## src/fixed_pkg.sv

```systemverilog
package fixed_pkg;

    // operands and results are unsigned and the reciprocal is a pure fraction
    localparam int DATA_W   = 24;
    localparam int NUM_ITER = 4;
    localparam int FRAC_W   = DATA_W;

    typedef struct packed {
        logic [DATA_W-1:0] divisor;
        logic [DATA_W-1:0] dividend;
    } div_req_t;

    // dividend rides along with the reciprocal so the multiplier needs no side channel
    typedef struct packed {
        logic [DATA_W-1:0] recip;
        logic [DATA_W-1:0] dividend;
        logic              div_zero;
    } recip_res_t;

    typedef struct packed {
        logic [DATA_W-1:0] recip;
        logic [DATA_W-1:0] quot;
        logic              div_zero;
    } div_res_t;

endpackage

```

## src/newton_recip.sv

```systemverilog
`timescale 1ns/10ps

module newton_recip (
    input  logic                   clk,
    input  logic                   rstn,
    output logic                   ready,
    input  fixed_pkg::div_req_t    req,
    input  logic                   start,
    output fixed_pkg::recip_res_t  rec,
    output logic                   rec_valid
);
    import fixed_pkg::*;

    localparam int W2      = 2 * DATA_W;
    localparam int PROD_W  = W2 + 2;
    localparam int SHIFT_W = $clog2(DATA_W) + 1;
    localparam int ITER_W  = $clog2(NUM_ITER) + 1;
    localparam logic [W2-1:0] ONE = W2'(1) << FRAC_W;
    localparam logic [W2-1:0] TWO = W2'(2) << FRAC_W;

    typedef enum logic [1:0] {
        IDLE,
        PREPROCESS,
        PROCESS,
        POSTPROCESS
    } state_t;

    state_t              state;
    logic [ITER_W-1:0]   iter;
    logic [W2-1:0]       a_q;
    logic [W2-1:0]       a_scaled;
    logic [W2-1:0]       x;
    logic [SHIFT_W-1:0]  shift_q;
    logic [DATA_W-1:0]   dividend_q;
    logic                div_zero_q;

    logic [SHIFT_W-1:0]  shift_w;
    logic [PROD_W-1:0]   ax_prod;
    logic [PROD_W-1:0]   xn_prod;
    logic [W2-1:0]       ax;
    logic [W2-1:0]       two_minus_ax;
    logic [W2-1:0]       x_next;

    // shift by one past the leading one, which puts the divisor in [0.5, 1)
    always_comb begin
        shift_w = '0;
        for (int i = 0; i < DATA_W; i++) begin
            if (a_q[i+DATA_W]) begin
                shift_w = SHIFT_W'(i + 1);
            end
        end
    end

    // one Newton step with each product cut back to FRAC_W fraction bits
    always_comb begin
        ax_prod      = PROD_W'(a_scaled) * PROD_W'(x);
        ax           = W2'(ax_prod >> FRAC_W);
        two_minus_ax = TWO - ax;
        xn_prod      = PROD_W'(x) * PROD_W'(two_minus_ax);
        x_next       = W2'(xn_prod >> FRAC_W);
    end

    assign ready = (state == IDLE);

    always_ff @(posedge clk) begin
        if (!rstn) begin
            state     <= IDLE;
            iter      <= '0;
            rec_valid <= 1'b0;
        end else begin
            rec_valid <= 1'b0;
            case (state)
                IDLE: begin
                    iter <= '0;
                    if (start) begin
                        state <= PREPROCESS;
                    end
                end
                PREPROCESS: begin
                    state <= PROCESS;
                end
                PROCESS: begin
                    iter <= iter + 1'b1;
                    if (iter == ITER_W'(NUM_ITER - 1)) begin
                        state <= POSTPROCESS;
                    end
                end
                POSTPROCESS: begin
                    rec_valid <= 1'b1;
                    state     <= IDLE;
                end
                default: begin
                    state <= IDLE;
                end
            endcase
        end
    end

    always_ff @(posedge clk) begin
        case (state)
            IDLE: begin
                x <= ONE;
                if (start) begin
                    a_q        <= {req.divisor, {DATA_W{1'b0}}};
                    dividend_q <= req.dividend;
                end
            end
            PREPROCESS: begin
                shift_q    <= shift_w;
                a_scaled   <= a_q >> shift_w;
                div_zero_q <= ~|a_q;
            end
            PROCESS: begin
                x <= x_next;
            end
            POSTPROCESS: begin
                rec.recip    <= div_zero_q ? {DATA_W{1'b1}} : DATA_W'(x >> shift_q);
                rec.dividend <= dividend_q;
                rec.div_zero <= div_zero_q;
            end
            default: begin
                x <= ONE;
            end
        endcase
    end

    a_rec_valid_pulse: assert property (@(posedge clk) disable iff (!rstn)
        rec_valid |=> !rec_valid);

endmodule

```

## config.mk

```make
export PLATFORM = sky130hd
export DESIGN_NAME = newton_recip
export DESIGN_NICKNAME = d
export VERILOG_FILES = /design/src/fixed_pkg.sv /design/src/newton_recip.sv
export SDC_FILE = /design/constraint.sdc
export NUM_CORES = 2
export LEC_CHECK = 0
export BUFFER_PORTS_ARGS = -buffer_cell sky130_fd_sc_hd__buf_2
export CAP_MARGIN = 15
export CELL_PAD_IN_SITES_DETAIL_PLACEMENT = 1
export CELL_PAD_IN_SITES_GLOBAL_PLACEMENT = 1
export CORE_UTILIZATION = 48
export DETAILED_ROUTE_END_ITERATION = 12
export PLACE_DENSITY_LB_ADDON = 0.1
export SLEW_MARGIN = 20
export SYNTH_ARGS = -nofsm -noshare
export SYNTH_HDL_FRONTEND = slang
export SYNTH_SLANG_ARGS = --single-unit
```

## constraint.sdc

```tcl
create_clock -name clk -period 16.29 [get_ports clk]
set_clock_uncertainty 0.05 [all_clocks]
set_input_delay 1.629 -clock clk [delete_from_list [all_inputs] [get_ports clk]]
set_output_delay 1.629 -clock clk [all_outputs]
set_load 0.005 [all_outputs]
```

==> metrics.cfg <==
[clocking]
cts-root-buf=clkbuf_16
cts_tree=done
clk_latency_ps=530
cts.htree.levels=4
cts_sinks=183
cts_buffer_depth=2
clk_pin_slew_ps=100
cts_hold_buf=0
cts_made_buffers=17

[job]
drv_cap=0

[grt]
use_met1_pct=41.4
grt_util_met3_pct=3.00
gr-usage-met2_pct=57.5
grt_first_pass_wirelength_mm=349
grt_overflow=0
top_usage_layer=met2
grt_max_degree=55
grt_pass1_vias=60100
antenna_found_initial=3
grt_use_total_pct=32.4

[detailed_routing]
routed_wl_mm=221
route.detailed.drc=0
postRouteAntennaNets=0
drt_iter0_drc=2648
avgViaCountPerCell=5.28
via_count=51500
routedWlPerCell_um=22.7
drtPass1Iterations=5

[final_layout]
layout-drive-gt1-share_pct=16.8
syn2layout_area_growth_pct=16.8
final_area_um2=78900
nets=10000

[synth]
ys_types=95
ys_ff_latch=183
yosysWarnings=0
seq_area_frac_synth_pct=8.04
syn_inst=7243
synth_common_cells=1,871 x inv_1, 1,589 x fa_1, 904 x and2_1
synth_edf_count=177
syn_area_um2=67600
synth_ff_type=edfxtp_1
synth_area_per_cell_um2=9.33
synth_area_leaders=fa_1 47%, inv_1 10%, ha_1 9.1%
yosysMostFrequentCell=inv_1
yosysTopAreaCell=fa_1
synth.top_cell.area_share_pct=47.1
async_reset_ff_share_pct=0

[timing]
max_freq_mhz=60.8
hold_violations=0
setup_viol=7
period_share_pct=101
relSlewSlack_pct=29.1
setup_tns_ps=-535
slew_viol_final=0
tightest_slew_ps=1060
finalCriticalPeriod_ps=16440
rsz0062_at_grt=true
worst_slack_ps=-154

[placed_design]
dp.final_hpwl_mm=183
placed_area_um2=76000
portBuffers=101
place.gp.congestion=0.918

[floorplan]
initial_core_util_pct=48.4
io_pins=102
fp.dieW_um=377
core_um2=140000
die_area_um2=142000
floorplan.rows=137
die_h_um=377

[setup_path]
reg2reg_setup_slack_ps=-150
critical_path.max_fanout=8
crit_start=x[5]
cpMostUsedCell=fa_1
crit_slowest_cell=or4b_4
crit_arrival_ps=16670
reg2reg_to=x[18]
r2r_cells=59
regToRegStartpoint=x[5]
worstPathRequired_ps=16510
cp-endpoint=x[18]
slowest_delay_ps=550
endpoint_kind=flip-flop
worstSetupStartpointType=flip-flop
path_class=reg -> reg

[outcome]
failed_checks=setup timing
status=finished with violations

[min_path]
hold_path.class=reg -> reg
min_path_cells=0

## registers in the layout, summed over array words and instances, names as in the netlist, 2 cells and up
register,flops
shift_q,5
x,26
state,2
a_scaled,48
a_q,24
rec,49
dividend_q,24
iter,3
## cells by family (layout without fill, tap and decap cells)
group	Yosys count	after routing	synth area share (%)
other	1	25	0.00555
and+or+nand+nor	2117	2117	15.9
buffers and inverters	2242	2861	12.5
DFF	183	183	8.04
AOI/OAI and AO/OA	407	407	4.02
adders and majority gates	2083	2083	56.2
xor gates and xnor gates	133	133	1.76
muxes	77	77	1.60
## repair_timing
item,4_1_cts,5_1_grt
endpoints found under the setup margin,23,25
cloned,3,1
resized for setup,147,208
buffers inserted,39,45
pin swaps,70,103
## cell usage in the layout (no fill, tap or decap), types with 22 or more instances in the layout
cell and instances:
a21o_1 39, a21oi_1 91, a21oi_2 22, and2_1 891
buf_12 76, buf_2 101, buf_4 747, buf_6 27
conb_1 24, edfxtp_1 177, fa_1 1552, fa_2 37
ha_1 461, ha_4 29, inv_1 1837, inv_2 35
mux2i_1 45, mux4_2 24, nand2_1 893, nand4_1 23
nor2_1 105, nor3_1 28, o21ai_0 63, xnor2_1 74
xor2_1 24
## per-stage QoR
stage	setup slack, ps	utilization, %	std cells	hold WS, ps
after floorplan	15.8	-	7266	350
after global placement	-654	54.5	9646	351
after detailed placement	-998	54.5	9646	355
after CTS	-88.5	55.7	9720	369
after global routing	-595	56.6	9761	370
final	-154	56.6	9762	365
## metal layers
metal	vias to the layer above	wire, µm
li1	22400	-
met1	27500	89500
met2	1257	113000
met3	348	9150
met4	2	8990
met5	-	13
## final cells by class
class	count	area, µm²
Fill cell	15900	60600
Multi-Input combinational cell	4841	55500
Timing Repair Buffer	956	8050
Inverter	1873	7030
Sequential cell	183	5440
Tap cell	1876	2350
Clock buffer	18	429
Clock inverter	14	168
Antenna cell	1	2.50
## worst min-delay path by stage
stage	to	slack (ps)	startpoint
floorplan	rec[10]	350	dividend_q[9]
global placement	rec[20]	350	dividend_q[19]
detailed placement	rec[8]	360	dividend_q[7]
CTS	rec[12]	370	dividend_q[11]
global route	rec[9]	370	dividend_q[8]
finish	rec[17]	370	dividend_q[16]
## worst max-delay path: cells and delay by family (launching register included)
kind	cells	cell delay [ps]
DFF	1	480
buffers and inverters	14	1140
and+or+nand+nor	12	2500
AOI/OAI and AO/OA	11	2170
xor gates and xnor gates	2	420
adders and majority gates	20	9350
Power is not shown: default switching activity piles up to over one toggle a cycle in this logic, so the estimate is an artifact.
