[config.mk]
export PLATFORM = sky130hd
export DESIGN_NAME = quotient_mul
export DESIGN_NICKNAME = d
export VERILOG_FILES = /design/src/fixed_pkg.sv /design/src/quotient_mul.sv
export SDC_FILE = /design/constraint.sdc
export NUM_CORES = 1
export LEC_CHECK = 0
export BUFFER_PORTS_ARGS = -buffer_cell sky130_fd_sc_hd__buf_2
export CAP_MARGIN = 10
export CORE_ASPECT_RATIO = 0.75
export CORE_MARGIN = 4
export CORE_UTILIZATION = 45
export DETAILED_ROUTE_END_ITERATION = 8
export GPL_TIMING_DRIVEN = 0
export REMOVE_ABC_BUFFERS = 1
export SKIP_CTS_REPAIR_TIMING = 1
export SYNTH_ARGS = -nofsm -noshare
export SYNTH_HDL_FRONTEND = slang
export SYNTH_SLANG_ARGS = --single-unit
[constraint.sdc]
create_clock -name clk -period 7.1 [get_ports clk]
set_input_delay 0.355 -clock clk [delete_from_list [all_inputs] [get_ports clk]]
set_output_delay 0.355 -clock clk [all_outputs]
set_load 0.1 [all_outputs]
[src/fixed_pkg.sv]
package fixed_pkg;

    // operands and results are unsigned and the reciprocal is a pure fraction
    localparam int DATA_W   = 24;
    localparam int NUM_ITER = 4;
    localparam int FRAC_W   = DATA_W;

    typedef struct packed {
        logic [DATA_W-1:0] divisor;
        logic [DATA_W-1:0] dividend;
    } div_req_t;

    // dividend rides along with the reciprocal so the multiplier needs no side channel
    typedef struct packed {
        logic [DATA_W-1:0] recip;
        logic [DATA_W-1:0] dividend;
        logic              div_zero;
    } recip_res_t;

    typedef struct packed {
        logic [DATA_W-1:0] recip;
        logic [DATA_W-1:0] quot;
        logic              div_zero;
    } div_res_t;

endpackage

[src/quotient_mul.sv]
`timescale 1ns/10ps

module quotient_mul (
    input  logic                  clk,
    input  logic                  rstn,
    input  fixed_pkg::recip_res_t rec,
    input  logic                  rec_valid,
    output fixed_pkg::div_res_t   res,
    output logic                  res_valid
);
    import fixed_pkg::*;

    logic [2*DATA_W-1:0] prod_q;
    logic [DATA_W-1:0]   recip_s1;
    logic                div_zero_s1;
    logic                valid_s1;

    logic [2*DATA_W-1:0] quot_full;
    logic [DATA_W-1:0]   quot_sat;

    always_comb begin
        quot_full = prod_q >> FRAC_W;
        quot_sat  = |quot_full[2*DATA_W-1:DATA_W] ? {DATA_W{1'b1}} : quot_full[DATA_W-1:0];
    end

    always_ff @(posedge clk) begin
        if (!rstn) begin
            valid_s1  <= 1'b0;
            res_valid <= 1'b0;
        end else begin
            valid_s1  <= rec_valid;
            res_valid <= valid_s1;
        end
    end

    always_ff @(posedge clk) begin
        prod_q      <= (2*DATA_W)'(rec.dividend) * (2*DATA_W)'(rec.recip);
        recip_s1    <= rec.recip;
        div_zero_s1 <= rec.div_zero;

        res.recip    <= recip_s1;
        res.quot     <= div_zero_s1 ? {DATA_W{1'b1}} : quot_sat;
        res.div_zero <= div_zero_s1;
    end

endmodule

==> results of run 1 <==
## state kept, by name, summed over array words and instances, names as in the netlist
| signal | flops |
|---|---|
| div_zero_s1 | 1 |
| res_valid | 1 |
| prod_q | 24 |
| res | 49 |
| recip_s1 | 24 |
| valid_s1 | 1 |
## final cells by class
| cell class | count | area share (%) |
|---|---|---|
| Timing Repair Buffer | 103 | 2.89 |
| Multi-Input combinational cell | 1447 | 73.6 |
| Sequential cell | 100 | 9.15 |
| Clock inverter | 7 | 0.360 |
| Tap cell | 586 | 3.35 |
| Inverter | 558 | 9.57 |
| Clock buffer | 9 | 1.03 |
## layer usage
metal,vias to the layer above,track usage [%],part of all wire (%)
li1,6350,-,-
met1,7273,35.2,47
met4,0,3.63,1.3
met5,-,0,0
met2,524,36.8,43
met3,52,6.01,9.1
## cell usage after synthesis (all sizes together) (3+ instances only)
master / number
a21o: 17
and3: 5
and2: 297
a31oi: 4
nand2: 302
nor2: 12
xnor2: 18
a211oi: 3
fa: 481
a21oi: 39
inv: 558
ha: 170
or2: 24
nor2b: 4
xor2: 9
nor3: 3
clkbuf: 100
o211ai: 6
dfxtp: 100
o21ai: 13
nand4: 5
nand3: 9
o21bai: 5
## cell families (layout without fill, tap and decap cells)
group / count (synthesis) / in the layout / synth area share, %
and+or+nand+nor: 667 / 667 / 16.5
AOI/OAI and AO/OA: 101 / 101 / 3.28
xor gates and xnor gates: 27 / 27 / 1.15
adders and majority gates: 651 / 651 / 57.2
muxes: 1 / 1 / 0.0487
DFF: 100 / 100 / 9.75
buffers and inverters: 658 / 677 / 12.0
## worst max-delay path, delay by kind of cell
family	cells	cell delay (ns)
buffers and inverters	6	0.69
adder cells (fa/ha/maj)	8	3.97
XOR/XNOR	1	0.10
AND/OR/NAND/NOR	3	0.71
AO/OA/AOI/OAI	6	1.26
## per-stage QoR
step | setup slack, ns | cell area [um2] | utilization [%]
final | 0.236 | 21900 | 48.7
after floorplan | 0.898 | 20200 | -
after detailed placement | -0.525 | 21400 | 47.6
after global placement | -0.478 | 21400 | 47.6
after CTS | -0.158 | 21700 | 48.3
after global routing | -0.00977 | 21900 | 48.7
## final timing paths
kind	startpoint	to	slack [ns]	depth (start not counted)
setup / recovery	rec[24]	prod_q[47]	0.24	24
hold / removal	rec[0]	div_zero_s1	0.09	1
setup reg to reg	div_zero_s1	res[6]	6.01	1
hold reg to reg	recip_s1[3]	res[28]	0.33	0
## placed cells by master (no fill, tap or decap), drive strengths merged, types with 5 or more instances in the layout
| master | netlist | routed |
|---|---|---|
| and3 | 5 | 5 |
| o21ai | 13 | 13 |
| dfxtp | 100 | 100 |
| ha | 170 | 170 |
| nor2 | 12 | 12 |
| xnor2 | 18 | 18 |
| a21o | 17 | 17 |
| clkbuf | 100 | 32 |
| nand4 | 5 | 5 |
| nand3 | 9 | 9 |
| buf | 0 | 80 |
| and2 | 297 | 297 |
| nand2 | 302 | 302 |
| a21oi | 39 | 39 |
| or2 | 24 | 24 |
| fa | 481 | 481 |
| inv | 558 | 561 |
| o211ai | 6 | 6 |
| xor2 | 9 | 9 |
| o21bai | 5 | 5 |
==> metrics.txt, run 1 <==
Worst path slowest cell=fa_1; post-synthesis sequential element count=100; initial antenna violation count=0; chip height=193 um; Avg Inst Size Synth=9.32 um2; GRT Residual Overflow=0; Buffers on Ports=101; Finish-stage setup viols=0; synth warn=0; clock slew at reported path FFs=0.07 ns; antenna diode count=0; FMAX=146 MHz; CP endpoint kind=flip-flop; Worst path max stage delay=0.56 ns; final RePlAce weighted congestion=0.930; total CTS buffers=9; outcome=finished, final reports clean; number of nets in the layout=2922; top cells by area, synth=fa_1 (47%), ha_1 (10%), inv_1 (10%); first-pass GRT wire length=89200 um; Post-Layout Cell Count=2810; critical path fanouts, max=24; Initial Util=45.7%; Fin Hold WS=0.0899 ns; Setup CP Type=in -> reg; crit start category=primary input; Max-cap violations=0; Hold Path Class=in -> reg; endpoints failing hold=0; Max Slew Vio Count=0; 1st-iter DRT viols=1023; Max Buffers Root-to-Sink=2; Synth async-reset ratio=0%; clock sinks=100; WL/cell=19.7 um; Synth area leader=fa_1; largest net degree at the start of global routing=26; required time of the critical path=7.35 ns; Root Buffer=clkbuf_16; Via Count=14200; WL final=55300 um; fraction of layout cells with a size suffix above 1=7.19%; number of global-route vias before repair=15800; CP cell instances=clkbuf_4 > and2_1 > fa_1 > fa_1 > inv_1 > fa_1 > fa_1 > inv_1 > fa_1 > fa_1 > inv_1 > fa_1 > inv_1 > ha_1 > a21o_1 > a21o_1 > a21oi_1 > o211ai_1 > buf_4 > nor4b_4 > nor2_2 > a31o_2 > a31oi_2 > xnor2_1; fill count=4281; # H-tree levels=3; post-route ant nets=0; Final period util=96.7%; Synth Instances=2205; DRT Pass-1 Iters=5; vias per inst=5.05; Seq/Total Area, Yosys=9.75%; Setup Skew=0.0157 ns; DP Cell Count=2792; die area=49200 um2; Residual DRC=0; clock insertion delay at the later pin of the skew report=0.37 ns; Worst-Margin Slew=0.771 ns; area growth from synthesis to layout=6.52%; Multi-input gate area=16100 um2; Max transition margin=48.6%; Reg area=2000 um2; Fin Setup TNS=0 ns; dpl hpwl=39700 um; All-Layer GR Usage=23.9%; post-synth top area share=46.9%; Die X=255 um; core area=44900 um2; row cnt=67; Synth Cell Area=20500 um2; CP arrival=7.11 ns; crit path time final=6.86 ns; Top FF cell, synth=dfxtp_1; post-synthesis cell type count=48; Top cell by count, worst path=fa_1; CTS tree=built; Ports=102; Post-synth EDFFs=0
Power of run 1 is left out: the tool's default activity adds up to more than one toggle a clock period on the data nets, which glitch-free logic cannot reach.
==> inputs of run 2 (changes only) <==
CORE_ASPECT_RATIO = 0.9   (was 0.75)
SKIP_CTS_REPAIR_TIMING = not set   (was 1)
==> metrics.txt, run 2 (same netlist as run 1, synthesis figures left out) <==
outcome=finished, final reports clean; largest register by flop count=res; fraction of layout cells with a size suffix above 1=7.24% (+0.045 points); core area=44700 um2 (-0.60%); # H-tree levels=3 (unchanged); Setup Skew=0.00705 ns (-0.00864 ns); Multi-input gate area=16100 um2 (+0.15%); 1st-iter DRT viols=904 (-12%); total CTS buffers=9 (unchanged); Setup CP Type=in -> reg; largest registers=res: 49 flops, prod_q: 24 flops, recip_s1: 24 flops; crit start category=primary input; Max Buffers Root-to-Sink=2 (unchanged); clock insertion delay at the later pin of the skew report=0.35 ns (-0.02 ns); Worst path slowest cell=fa_1; Ports=102 (unchanged); Max-cap violations=0 (unchanged); Max Slew Vio Count=0 (unchanged); number of global-route vias before repair=15900 (+0.38%); WL final=54300 um (-1.9%); worst slack, placed=-0.586 ns (-0.0606 ns); critical path fanouts, max=24 (unchanged); Reg-to-Reg Start=div_zero_s1; most frequent cells in the layout=inv_1 (557), fa_1 (481), nand2_1 (301); CTS tree=built; Met1 Wirelength=24300 um (-6.3%); Top cell by count, worst path=fa_1; Root Buffer=clkbuf_16; Residual DRC=0 (unchanged); final RePlAce weighted congestion=0.904 (-2.7%); row cnt=73 (+9.0%); Finish-stage setup viols=0 (unchanged); Worst Min Path Start=rec[0]; FMAX=145 MHz (-0.22%); vias per inst=5.05 (about the same); first-pass GRT wire length=87800 um (-1.6%); max reg flops=49 (unchanged); commonest non-fill, non-tap cell in the layout=inv_1; initial antenna violation count=3 (+3); DR WL met3=4160 um (-17%); Reg area=2000 um2 (unchanged); dpl hpwl=38800 um (-2.2%); Hold Path Class=in -> reg; Hold Crit Depth=1 (unchanged); Worst-Margin Slew=0.874 ns (+0.103 ns); Via Count=14300 (+0.52%); post-route ant nets=0 (unchanged); flop-to-flop setup slack=6.11 ns (+0.10 ns); Hold EP=div_zero_s1; WP buf/inv=7 (+1); CP arrival=7.10 ns (about the same); Crit path max-delay family=adder cells; worst r2r dst=res[15]; clock slew at reported path FFs=0.07 ns (about the same); chip height=211 um (+9.2%); number of nets in the layout=2922 (unchanged); fill count=4214 (-1.6%); clock sinks=100 (unchanged); fin worst setup slack=0.220 ns (-0.0154 ns); Max transition margin=41.7% (-6.9 points); FF-to-FF path depth=1 (unchanged); GRT Residual Overflow=0 (unchanged); Buffers on Ports=101 (unchanged); RSZ-0062 raised after global routing=no; All-Layer GR Usage=23.2% (-0.65 points); crit path time final=6.88 ns (+0.0154 ns); WL/cell=19.2 um (-2.4%); Highest Signal Layer=met4; Die X=233 um (-8.4%); Initial Util=46.0% (+0.28 points); Worst path max stage delay=0.54 ns (-0.02 ns); area growth from synthesis to layout=6.57% (about the same); DRT Pass-1 Iters=5 (unchanged); largest net degree at the start of global routing=26 (unchanged); die area=49100 um2 (about the same); antenna diode count=0 (unchanged); CP endpoint kind=flip-flop; Final period util=96.9% (+0.22 points); final core occ=49.0% (+0.31 points); met2 wire len=24800 um (+4.9%); required time of the critical path=7.32 ns (-0.03 ns); endpoints failing hold=0 (unchanged)
[run 2: area by class of cell]
class / count / share of cell area, %
clock buffers: 10 / 1.05
clock inverters: 6 / 0.257
inverters: 558 / 9.57
multi-input cells: 1447 / 73.7
flip-flops and latches: 100 / 9.14
well taps: 600 / 3.43
repair buffers: 103 / 2.83
[run 2: how the worst max path moves through the flow]
stage          startpoint    endpoint  slack [ns]  cells past startpoint
5_1_grt           rec[17]  prod_q[41]       0.004                     25
2_1_floorplan     rec[25]  prod_q[41]        0.90                     24
3_3_place_gp      rec[34]  prod_q[47]       -0.58                     22
3_5_place_dp      rec[34]  prod_q[47]       -0.59                     22
6_report           rec[7]  prod_q[41]        0.22                     25
4_1_cts           rec[24]  prod_q[47]        0.04                     23
[run 2: routing by layer]
metal,track usage [%],up-vias
met5,0,-
met4,4.88,0
met3,4.25,66
met2,37.2,486
met1,33.4,7383
li1,-,6338
[run 2: stage by stage]
step | cell area, um2 | TNS, ns | instances | hold WS (ns)
5_1_grt | 21900 | 0 | 2824 | 0.0952
4_1_cts | 21800 | 0 | 2822 | 0.0943
2_1_floorplan | 20200 | 0 | 2105 | 0.310
3_3_place_gp | 21400 | -5.38 | 2806 | 0.310
6_report | 21900 | 0 | 2824 | 0.108
3_5_place_dp | 21400 | -5.69 | 2806 | 0.312
[run 2: timing repair]
action | CTS | global route
gates resized for setup | 33 | 19
endpoints found under the hold margin | 0 | 0
cloned | 0 | 0
buffers inserted | 0 | 2
endpoints found under the setup margin | 8 | 11
pin swaps | 1 | 5
hold buffers | 0 | 0
Power of run 2 is left out for the same reason.
