File: config.mk
export PLATFORM = sky130hd
export DESIGN_NAME = axil_regs
export DESIGN_NICKNAME = d
export VERILOG_FILES = /design/src/fixed_pkg.sv /design/src/axil_pkg.sv /design/src/axil_regs.sv
export SDC_FILE = /design/constraint.sdc
export NUM_CORES = 1
export LEC_CHECK = 0
export BUFFER_PORTS_ARGS = -buffer_cell sky130_fd_sc_hd__buf_2
export CAP_MARGIN = 30
export CORE_UTILIZATION = 52
export CTS_CLUSTER_DIAMETER = 30
export DETAILED_ROUTE_END_ITERATION = 10
export GPL_TIMING_DRIVEN = 0
export PLACE_DENSITY = 0.8
export RECOVER_POWER = 25
export SYNTH_ARGS = -nofsm -noshare
export SYNTH_HDL_FRONTEND = slang
export SYNTH_SLANG_ARGS = --single-unit
File: constraint.sdc
create_clock -name clk -period 1.7 [get_ports clk]
set_input_delay 0.255 -clock clk [delete_from_list [all_inputs] [get_ports clk]]
set_output_delay 0.255 -clock clk [all_outputs]
set_load 0.005 [all_outputs]
File: src/fixed_pkg.sv
package fixed_pkg;

    // operands and results are unsigned and the reciprocal is a pure fraction
    localparam int DATA_W   = 24;
    localparam int NUM_ITER = 4;
    localparam int FRAC_W   = DATA_W;

    typedef struct packed {
        logic [DATA_W-1:0] divisor;
        logic [DATA_W-1:0] dividend;
    } div_req_t;

    // dividend rides along with the reciprocal so the multiplier needs no side channel
    typedef struct packed {
        logic [DATA_W-1:0] recip;
        logic [DATA_W-1:0] dividend;
        logic              div_zero;
    } recip_res_t;

    typedef struct packed {
        logic [DATA_W-1:0] recip;
        logic [DATA_W-1:0] quot;
        logic              div_zero;
    } div_res_t;

endpackage

File: src/axil_pkg.sv
package axil_pkg;

    localparam int AXIL_ADDR_W = 8;
    localparam int AXIL_DATA_W = 32;

    localparam logic [1:0] RESP_OKAY   = 2'b00;
    localparam logic [1:0] RESP_SLVERR = 2'b10;

    localparam logic [AXIL_ADDR_W-1:0] REG_CTRL     = 8'h00;
    localparam logic [AXIL_ADDR_W-1:0] REG_STATUS   = 8'h04;
    localparam logic [AXIL_ADDR_W-1:0] REG_DIVISOR  = 8'h08;
    localparam logic [AXIL_ADDR_W-1:0] REG_DIVIDEND = 8'h0C;
    localparam logic [AXIL_ADDR_W-1:0] REG_RECIP    = 8'h10;
    localparam logic [AXIL_ADDR_W-1:0] REG_QUOT     = 8'h14;

    typedef struct packed {
        logic [AXIL_ADDR_W-1:0] awaddr;
        logic                   awvalid;
        logic [AXIL_DATA_W-1:0] wdata;
        logic                   wvalid;
        logic                   bready;
        logic [AXIL_ADDR_W-1:0] araddr;
        logic                   arvalid;
        logic                   rready;
    } axil_req_t;

    typedef struct packed {
        logic                   awready;
        logic                   wready;
        logic [1:0]             bresp;
        logic                   bvalid;
        logic                   arready;
        logic [AXIL_DATA_W-1:0] rdata;
        logic [1:0]             rresp;
        logic                   rvalid;
    } axil_rsp_t;

endpackage

File: src/axil_regs.sv
`timescale 1ns/10ps

module axil_regs (
    input  logic                clk,
    input  logic                rstn,
    input  axil_pkg::axil_req_t axil_req,
    output axil_pkg::axil_rsp_t axil_rsp,
    output fixed_pkg::div_req_t req,
    output logic                start,
    input  logic                ready,
    input  fixed_pkg::div_res_t res,
    input  logic                res_valid,
    output logic                irq
);
    import axil_pkg::*;
    import fixed_pkg::*;

    logic                   awready;
    logic                   wready;
    logic                   bvalid;
    logic                   arready;
    logic                   rvalid;
    logic [1:0]             bresp;
    logic [1:0]             rresp;
    logic [AXIL_DATA_W-1:0] rdata;

    logic                   aw_held;
    logic                   w_held;
    logic [AXIL_ADDR_W-1:0] aw_addr_q;
    logic [AXIL_DATA_W-1:0] w_data_q;

    logic                   busy;
    logic                   done;
    logic                   div_zero;
    logic [DATA_W-1:0]      recip_q;
    logic [DATA_W-1:0]      quot_q;

    logic                   aw_hs;
    logic                   w_hs;
    logic                   ar_hs;
    logic                   wr_go;
    logic                   aw_held_n;
    logic                   w_held_n;
    logic                   bvalid_n;
    logic                   rvalid_n;
    logic                   launch;
    logic [AXIL_ADDR_W-1:0] wr_word;
    logic [AXIL_DATA_W-1:0] wr_data;
    logic [1:0]             wr_resp;
    logic [AXIL_DATA_W-1:0] rd_data;
    logic [1:0]             rd_resp;

    // AW and W are taken independently and the write executes once both are in hand
    always_comb begin
        aw_hs     = axil_req.awvalid & awready;
        w_hs      = axil_req.wvalid & wready;
        ar_hs     = axil_req.arvalid & arready;
        wr_go     = (aw_held | aw_hs) & (w_held | w_hs);
        aw_held_n = (aw_held | aw_hs) & ~wr_go;
        w_held_n  = (w_held | w_hs) & ~wr_go;
        bvalid_n  = (bvalid & ~axil_req.bready) | wr_go;
        rvalid_n  = (rvalid & ~axil_req.rready) | ar_hs;
        wr_word   = aw_held ? aw_addr_q : axil_req.awaddr;
        wr_word   = {wr_word[AXIL_ADDR_W-1:2], 2'b00};
        wr_data   = w_held ? w_data_q : axil_req.wdata;
    end

    always_comb begin
        wr_resp = RESP_OKAY;
        case (wr_word)
            REG_CTRL: begin
                if (wr_data[0] && (busy || !ready)) begin
                    wr_resp = RESP_SLVERR;
                end
            end
            REG_DIVISOR, REG_DIVIDEND: begin
                wr_resp = RESP_OKAY;
            end
            default: begin
                wr_resp = RESP_SLVERR;
            end
        endcase
        launch = wr_go && (wr_word == REG_CTRL) && wr_data[0] && !busy && ready;
    end

    always_comb begin
        rd_data = '0;
        rd_resp = RESP_OKAY;
        case ({axil_req.araddr[AXIL_ADDR_W-1:2], 2'b00})
            // the start bit clears itself
            REG_CTRL:     rd_data = '0;
            REG_STATUS:   rd_data = AXIL_DATA_W'({div_zero, done, busy});
            REG_DIVISOR:  rd_data = AXIL_DATA_W'(req.divisor);
            REG_DIVIDEND: rd_data = AXIL_DATA_W'(req.dividend);
            REG_RECIP:    rd_data = AXIL_DATA_W'(recip_q);
            REG_QUOT:     rd_data = AXIL_DATA_W'(quot_q);
            default:      rd_resp = RESP_SLVERR;
        endcase
    end

    always_ff @(posedge clk) begin
        if (!rstn) begin
            awready  <= 1'b0;
            wready   <= 1'b0;
            arready  <= 1'b0;
            bvalid   <= 1'b0;
            rvalid   <= 1'b0;
            aw_held  <= 1'b0;
            w_held   <= 1'b0;
            start    <= 1'b0;
            busy     <= 1'b0;
            done     <= 1'b0;
            div_zero <= 1'b0;
            req      <= '0;
            recip_q  <= '0;
            quot_q   <= '0;
        end else begin
            // a pending response holds off the next request on its path
            awready <= ~aw_held_n & ~bvalid_n;
            wready  <= ~w_held_n & ~bvalid_n;
            arready <= ~rvalid_n;
            aw_held <= aw_held_n;
            w_held  <= w_held_n;
            bvalid  <= bvalid_n;
            rvalid  <= rvalid_n;
            start   <= launch;
            if (res_valid) begin
                recip_q  <= res.recip;
                quot_q   <= res.quot;
                div_zero <= res.div_zero;
                busy     <= 1'b0;
                done     <= 1'b1;
            end
            if (launch) begin
                busy     <= 1'b1;
                done     <= 1'b0;
                div_zero <= 1'b0;
            end
            if (wr_go && wr_word == REG_DIVISOR) begin
                req.divisor <= wr_data[DATA_W-1:0];
            end
            if (wr_go && wr_word == REG_DIVIDEND) begin
                req.dividend <= wr_data[DATA_W-1:0];
            end
        end
    end

    always_ff @(posedge clk) begin
        if (aw_hs) begin
            aw_addr_q <= axil_req.awaddr;
        end
        if (w_hs) begin
            w_data_q <= axil_req.wdata;
        end
        if (wr_go) begin
            bresp <= wr_resp;
        end
        if (ar_hs) begin
            rdata <= rd_data;
            rresp <= rd_resp;
        end
    end

    always_comb begin
        axil_rsp.awready = awready;
        axil_rsp.wready  = wready;
        axil_rsp.bresp   = bresp;
        axil_rsp.bvalid  = bvalid;
        axil_rsp.arready = arready;
        axil_rsp.rdata   = rdata;
        axil_rsp.rresp   = rresp;
        axil_rsp.rvalid  = rvalid;
    end

    assign irq = done;

    a_bvalid_held: assert property (@(posedge clk) disable iff (!rstn)
        axil_rsp.bvalid && !axil_req.bready |=> axil_rsp.bvalid && $stable(axil_rsp.bresp));

    // the reciprocal unit has no input buffer, so a start it is not ready for is lost
    a_start_ready: assert property (@(posedge clk) disable iff (!rstn)
        start |-> ready);

endmodule

==> summary.md <==
| Metric | Value |
|---|---|
| Status | `finished clean` |
| Pwr dens | `998 mW/mm2` |
| Later-pin clock latency in the skew report | `~420 ps` |
| Hold buffer count at cts | `0` |
| Pre-Repair DR Iteration Count | `5` |
| Part of the Yosys area used for sequential elements | `a little under three fifths` |
| Area growth from synthesis to layout | `25.5%` |
| Async SR Flop Fraction | `0%` |
| Clk buf depth | `2` |
| YS warnings | `0` |
| Worst setup margin | `between 90 and 100 ps` |
| DR vias/cell | `~5.2` |
| Crit Path Max Fanout | `10` |
| DPL Wire Length | `between 10000 and 15000 um` |
| Die X | `between 100 and 150 um` |
| Crit. path cell count | `6` |
| DR iter-0 viols | `446` |
| Remaining antenna violation count after routing | `0` |
| Slew Viols, Final | `0` |
| Remaining DRCs | `0` |
| Yosys top cell by area | `dfxtp_1` |
| Clk_skew | `between 6 and 7 ps` |
| Avg WL per Cell | `~18 um` |
| Row count | `just over 40` |
| Initial core utilization | `a little over half` |
| Tot Pwr | `~0.0085 W` |
| R2R cell count | `6` |
| Max-capacitance violation count | `0` |
| Global route total overflow | `0` |
| Gr usage total | `a little over a quarter` |
| Crit-path leading delay family | `multiplexers` |
| CP cell instances | `clkbuf_4 -> mux2i_4 -> nor2b_4 -> nand3_4 -> buf_6 -> mux2i_1` |
| Area of the multi-input gates | `between 0.002 and 0.003 mm2` |
| Via count | `roughly 5100` |
| Slowest cell on crit path | `dfxtp_1` |
| Final period util | `94.7%` |
| Final setup viols | `0` |
| Layout cells sized above 1 | `31.7%` |
| Leakage | `4.06 nW` |
| Flop and latch count out of synthesis | `approximately 160` |
| Distinct cells, synth | `42` |
| Area of the core | `0.0127 mm2` |
| WP buf/inv | `2` |
| Unrepaired setup endpoints after global routing | `yes` |
| Synth Instances | `between 500 and 600` |
| WP data required | `2040 ps` |
| Post-CTS setup buffers | `0` |
| Critical path launch point type | `register` |
| Layout Nets | `between 800 and 900` |
| CTS H-tree lvls | `4` |
| Die area | `0.0135 mm2` |
| Max rail drop VDD | `around 660 uV` |
| ANT cells | `0` |
| Syn Area/Cell | `11.6 um2` |
| Arrival time worst endpoint | `between 1500 and 2000 ps` |
| Max Fclk | `slightly above 600 MHz` |
| Slew of the pin with the lowest slew margin | `564 ps` |
| CTS tree | `built` |
| Filler cells | `998` |
| Crit path time final | `1610 ps` |
| Worst Setup End Kind | `register` |
| Clock transition at path regs | `60 ps` |
| Post-synth EDFFs | `between 50 and 60` |
| Die Y | `between 100 and 150 um` |
| Total wire length | `approximately 17000 um` |
| Buffers on Ports | `172` |
| Worst hold path type | `input pin to register` |
| CTS Root Cell | `clkbuf_16` |
| PostCTS Resize Cnt | `1` |
| Max_slew headroom | `62.4%` |
| Top_reg_cell synth | `dfxtp_1` |
| # IOs | `197` |
| Cts bufs inserted | `17` |
| CTS sink cnt | `about 160` |
| Initial antenna violation count | `0` |
| Largest net degree at the start of global routing | `23` |
| Synth top area share | `between 30% and 40%` |
| Worst hold path depth | `1` |
| Most instantiated cells after synthesis | `nand2_1, dfxtp_1, mux2i_1` |
| Max incr delay on CP | `310 ps` |
| Main area contributors after synthesis | `dfxtp_1, edfxtp_1, mux2i_1` |
| First-pass GRT wire length | `between 20000 and 30000 um` |
| Final hold violations | `0` |
| Cell with the most instances after synthesis | `nand2_1` |
| Cell Area, Synth | `0.00680 mm2` |
| Critical path type | `register to register` |
| Vias in the first global route | `between 5000 and 6000` |
| Setup WS pre-CTS | `-165 ps` |
| Placer congestion estimate | `between 0.8 and 0.9` |
| Register area | `about 0.0038 mm2` |
-- state kept, by name, summed over array words and instances, names as in the netlist, 6 cells and up --
register,flops
rdata,24
recip_q,24
req,48
quot_q,24
w_data_q,24
aw_addr_q,6
-- report_power, final --
| part | internal (W) | total (W) | switching, W |
|---|---|---|---|
| registers | 0.00417 | 0.00423 | 0.0000619 |
| logic | 0.000327 | 0.000678 | 0.000350 |
| clock network | 0.00217 | 0.00360 | 0.00143 |
| total | 0.00667 | 0.00851 | 0.00184 |
-- final timing paths --
check                       to  slack (ps)    startpoint
setup / recovery       req[45]          90       aw_held
hold / removal    w_data_q[20]          20  axil_req[32]
setup reg to reg       req[45]          90       aw_held
hold reg to reg        req[35]         470       req[35]
-- metal layers --
| metal | track usage, % | wire [um] | vias to the layer above |
|---|---|---|---|
| met5 | 0 | 0 | - |
| met4 | 13.9 | 667 | 0 |
| met3 | 6.07 | 1160 | 44 |
| met2 | 41.5 | 8120 | 214 |
| met1 | 33.9 | 7320 | 2392 |
| li1 | - | - | 2442 |
-- metrics by stage --
step | TNS, ps | std cells | hold WS [ps] | area (um2) | utilization (%)
detailed placement | -2930 | 939 | 450 | 7950 | 62.7
global placement | -2350 | 937 | 446 | 7910 | 62.4
floorplan | 0 | 593 | 354 | 6830 | -
finish | 0 | 971 | 21.0 | 8530 | 67.3
CTS | 0 | 971 | 10.5 | 8510 | 67.1
global route | 0 | 971 | 18.1 | 8530 | 67.3
-- cell type report --
class	instances	area share [%]
clock buffers	27	5.91
flip-flops and latches	163	44.8
well taps	172	2.52
inverters	1	0.0440
multi-input cells	375	31.7
plain buffers	54	4.14
clock inverters	5	0.587
repair buffers	174	10.3
-- placed cells by master, fill, tap and decap left out, types with 2 or more instances in the layout --
| cell type | Yosys | final |
|---|---|---|
| a22oi_1 | 3 | 3 |
| mux2i_4 | 0 | 2 |
| nand3_1 | 3 | 3 |
| buf_8 | 0 | 2 |
| nor2b_1 | 53 | 53 |
| nand3_4 | 1 | 2 |
| buf_2 | 10 | 159 |
| nand2_1 | 119 | 119 |
| clkbuf_16 | 0 | 17 |
| edfxtp_1 | 56 | 56 |
| nor2_1 | 5 | 5 |
| and3_1 | 5 | 5 |
| clkinv_2 | 0 | 4 |
| or2_2 | 2 | 2 |
| nand2b_1 | 3 | 3 |
| mux2i_1 | 98 | 97 |
| clkbuf_4 | 3 | 4 |
| o21a_1 | 2 | 2 |
| dfxtp_1 | 107 | 107 |
| a222oi_1 | 21 | 21 |
| a32oi_1 | 3 | 3 |
| clkbuf_1 | 17 | 44 |
| buf_6 | 6 | 7 |
| and4_1 | 3 | 3 |
| conb_1 | 1 | 10 |
| buf_4 | 18 | 16 |
| clkbuf_8 | 0 | 4 |
| a21oi_1 | 2 | 2 |
| and2_1 | 2 | 2 |
| mux2_2 | 24 | 24 |
-- kinds of logic after synthesis --
group,share of synthesized area [%]
compound gates,4.82
simple gates,15.2
buf+inv,5.04
mux,18.6
other cells,0.0552
flops,56.2
(Power assumes the default switching activity.)
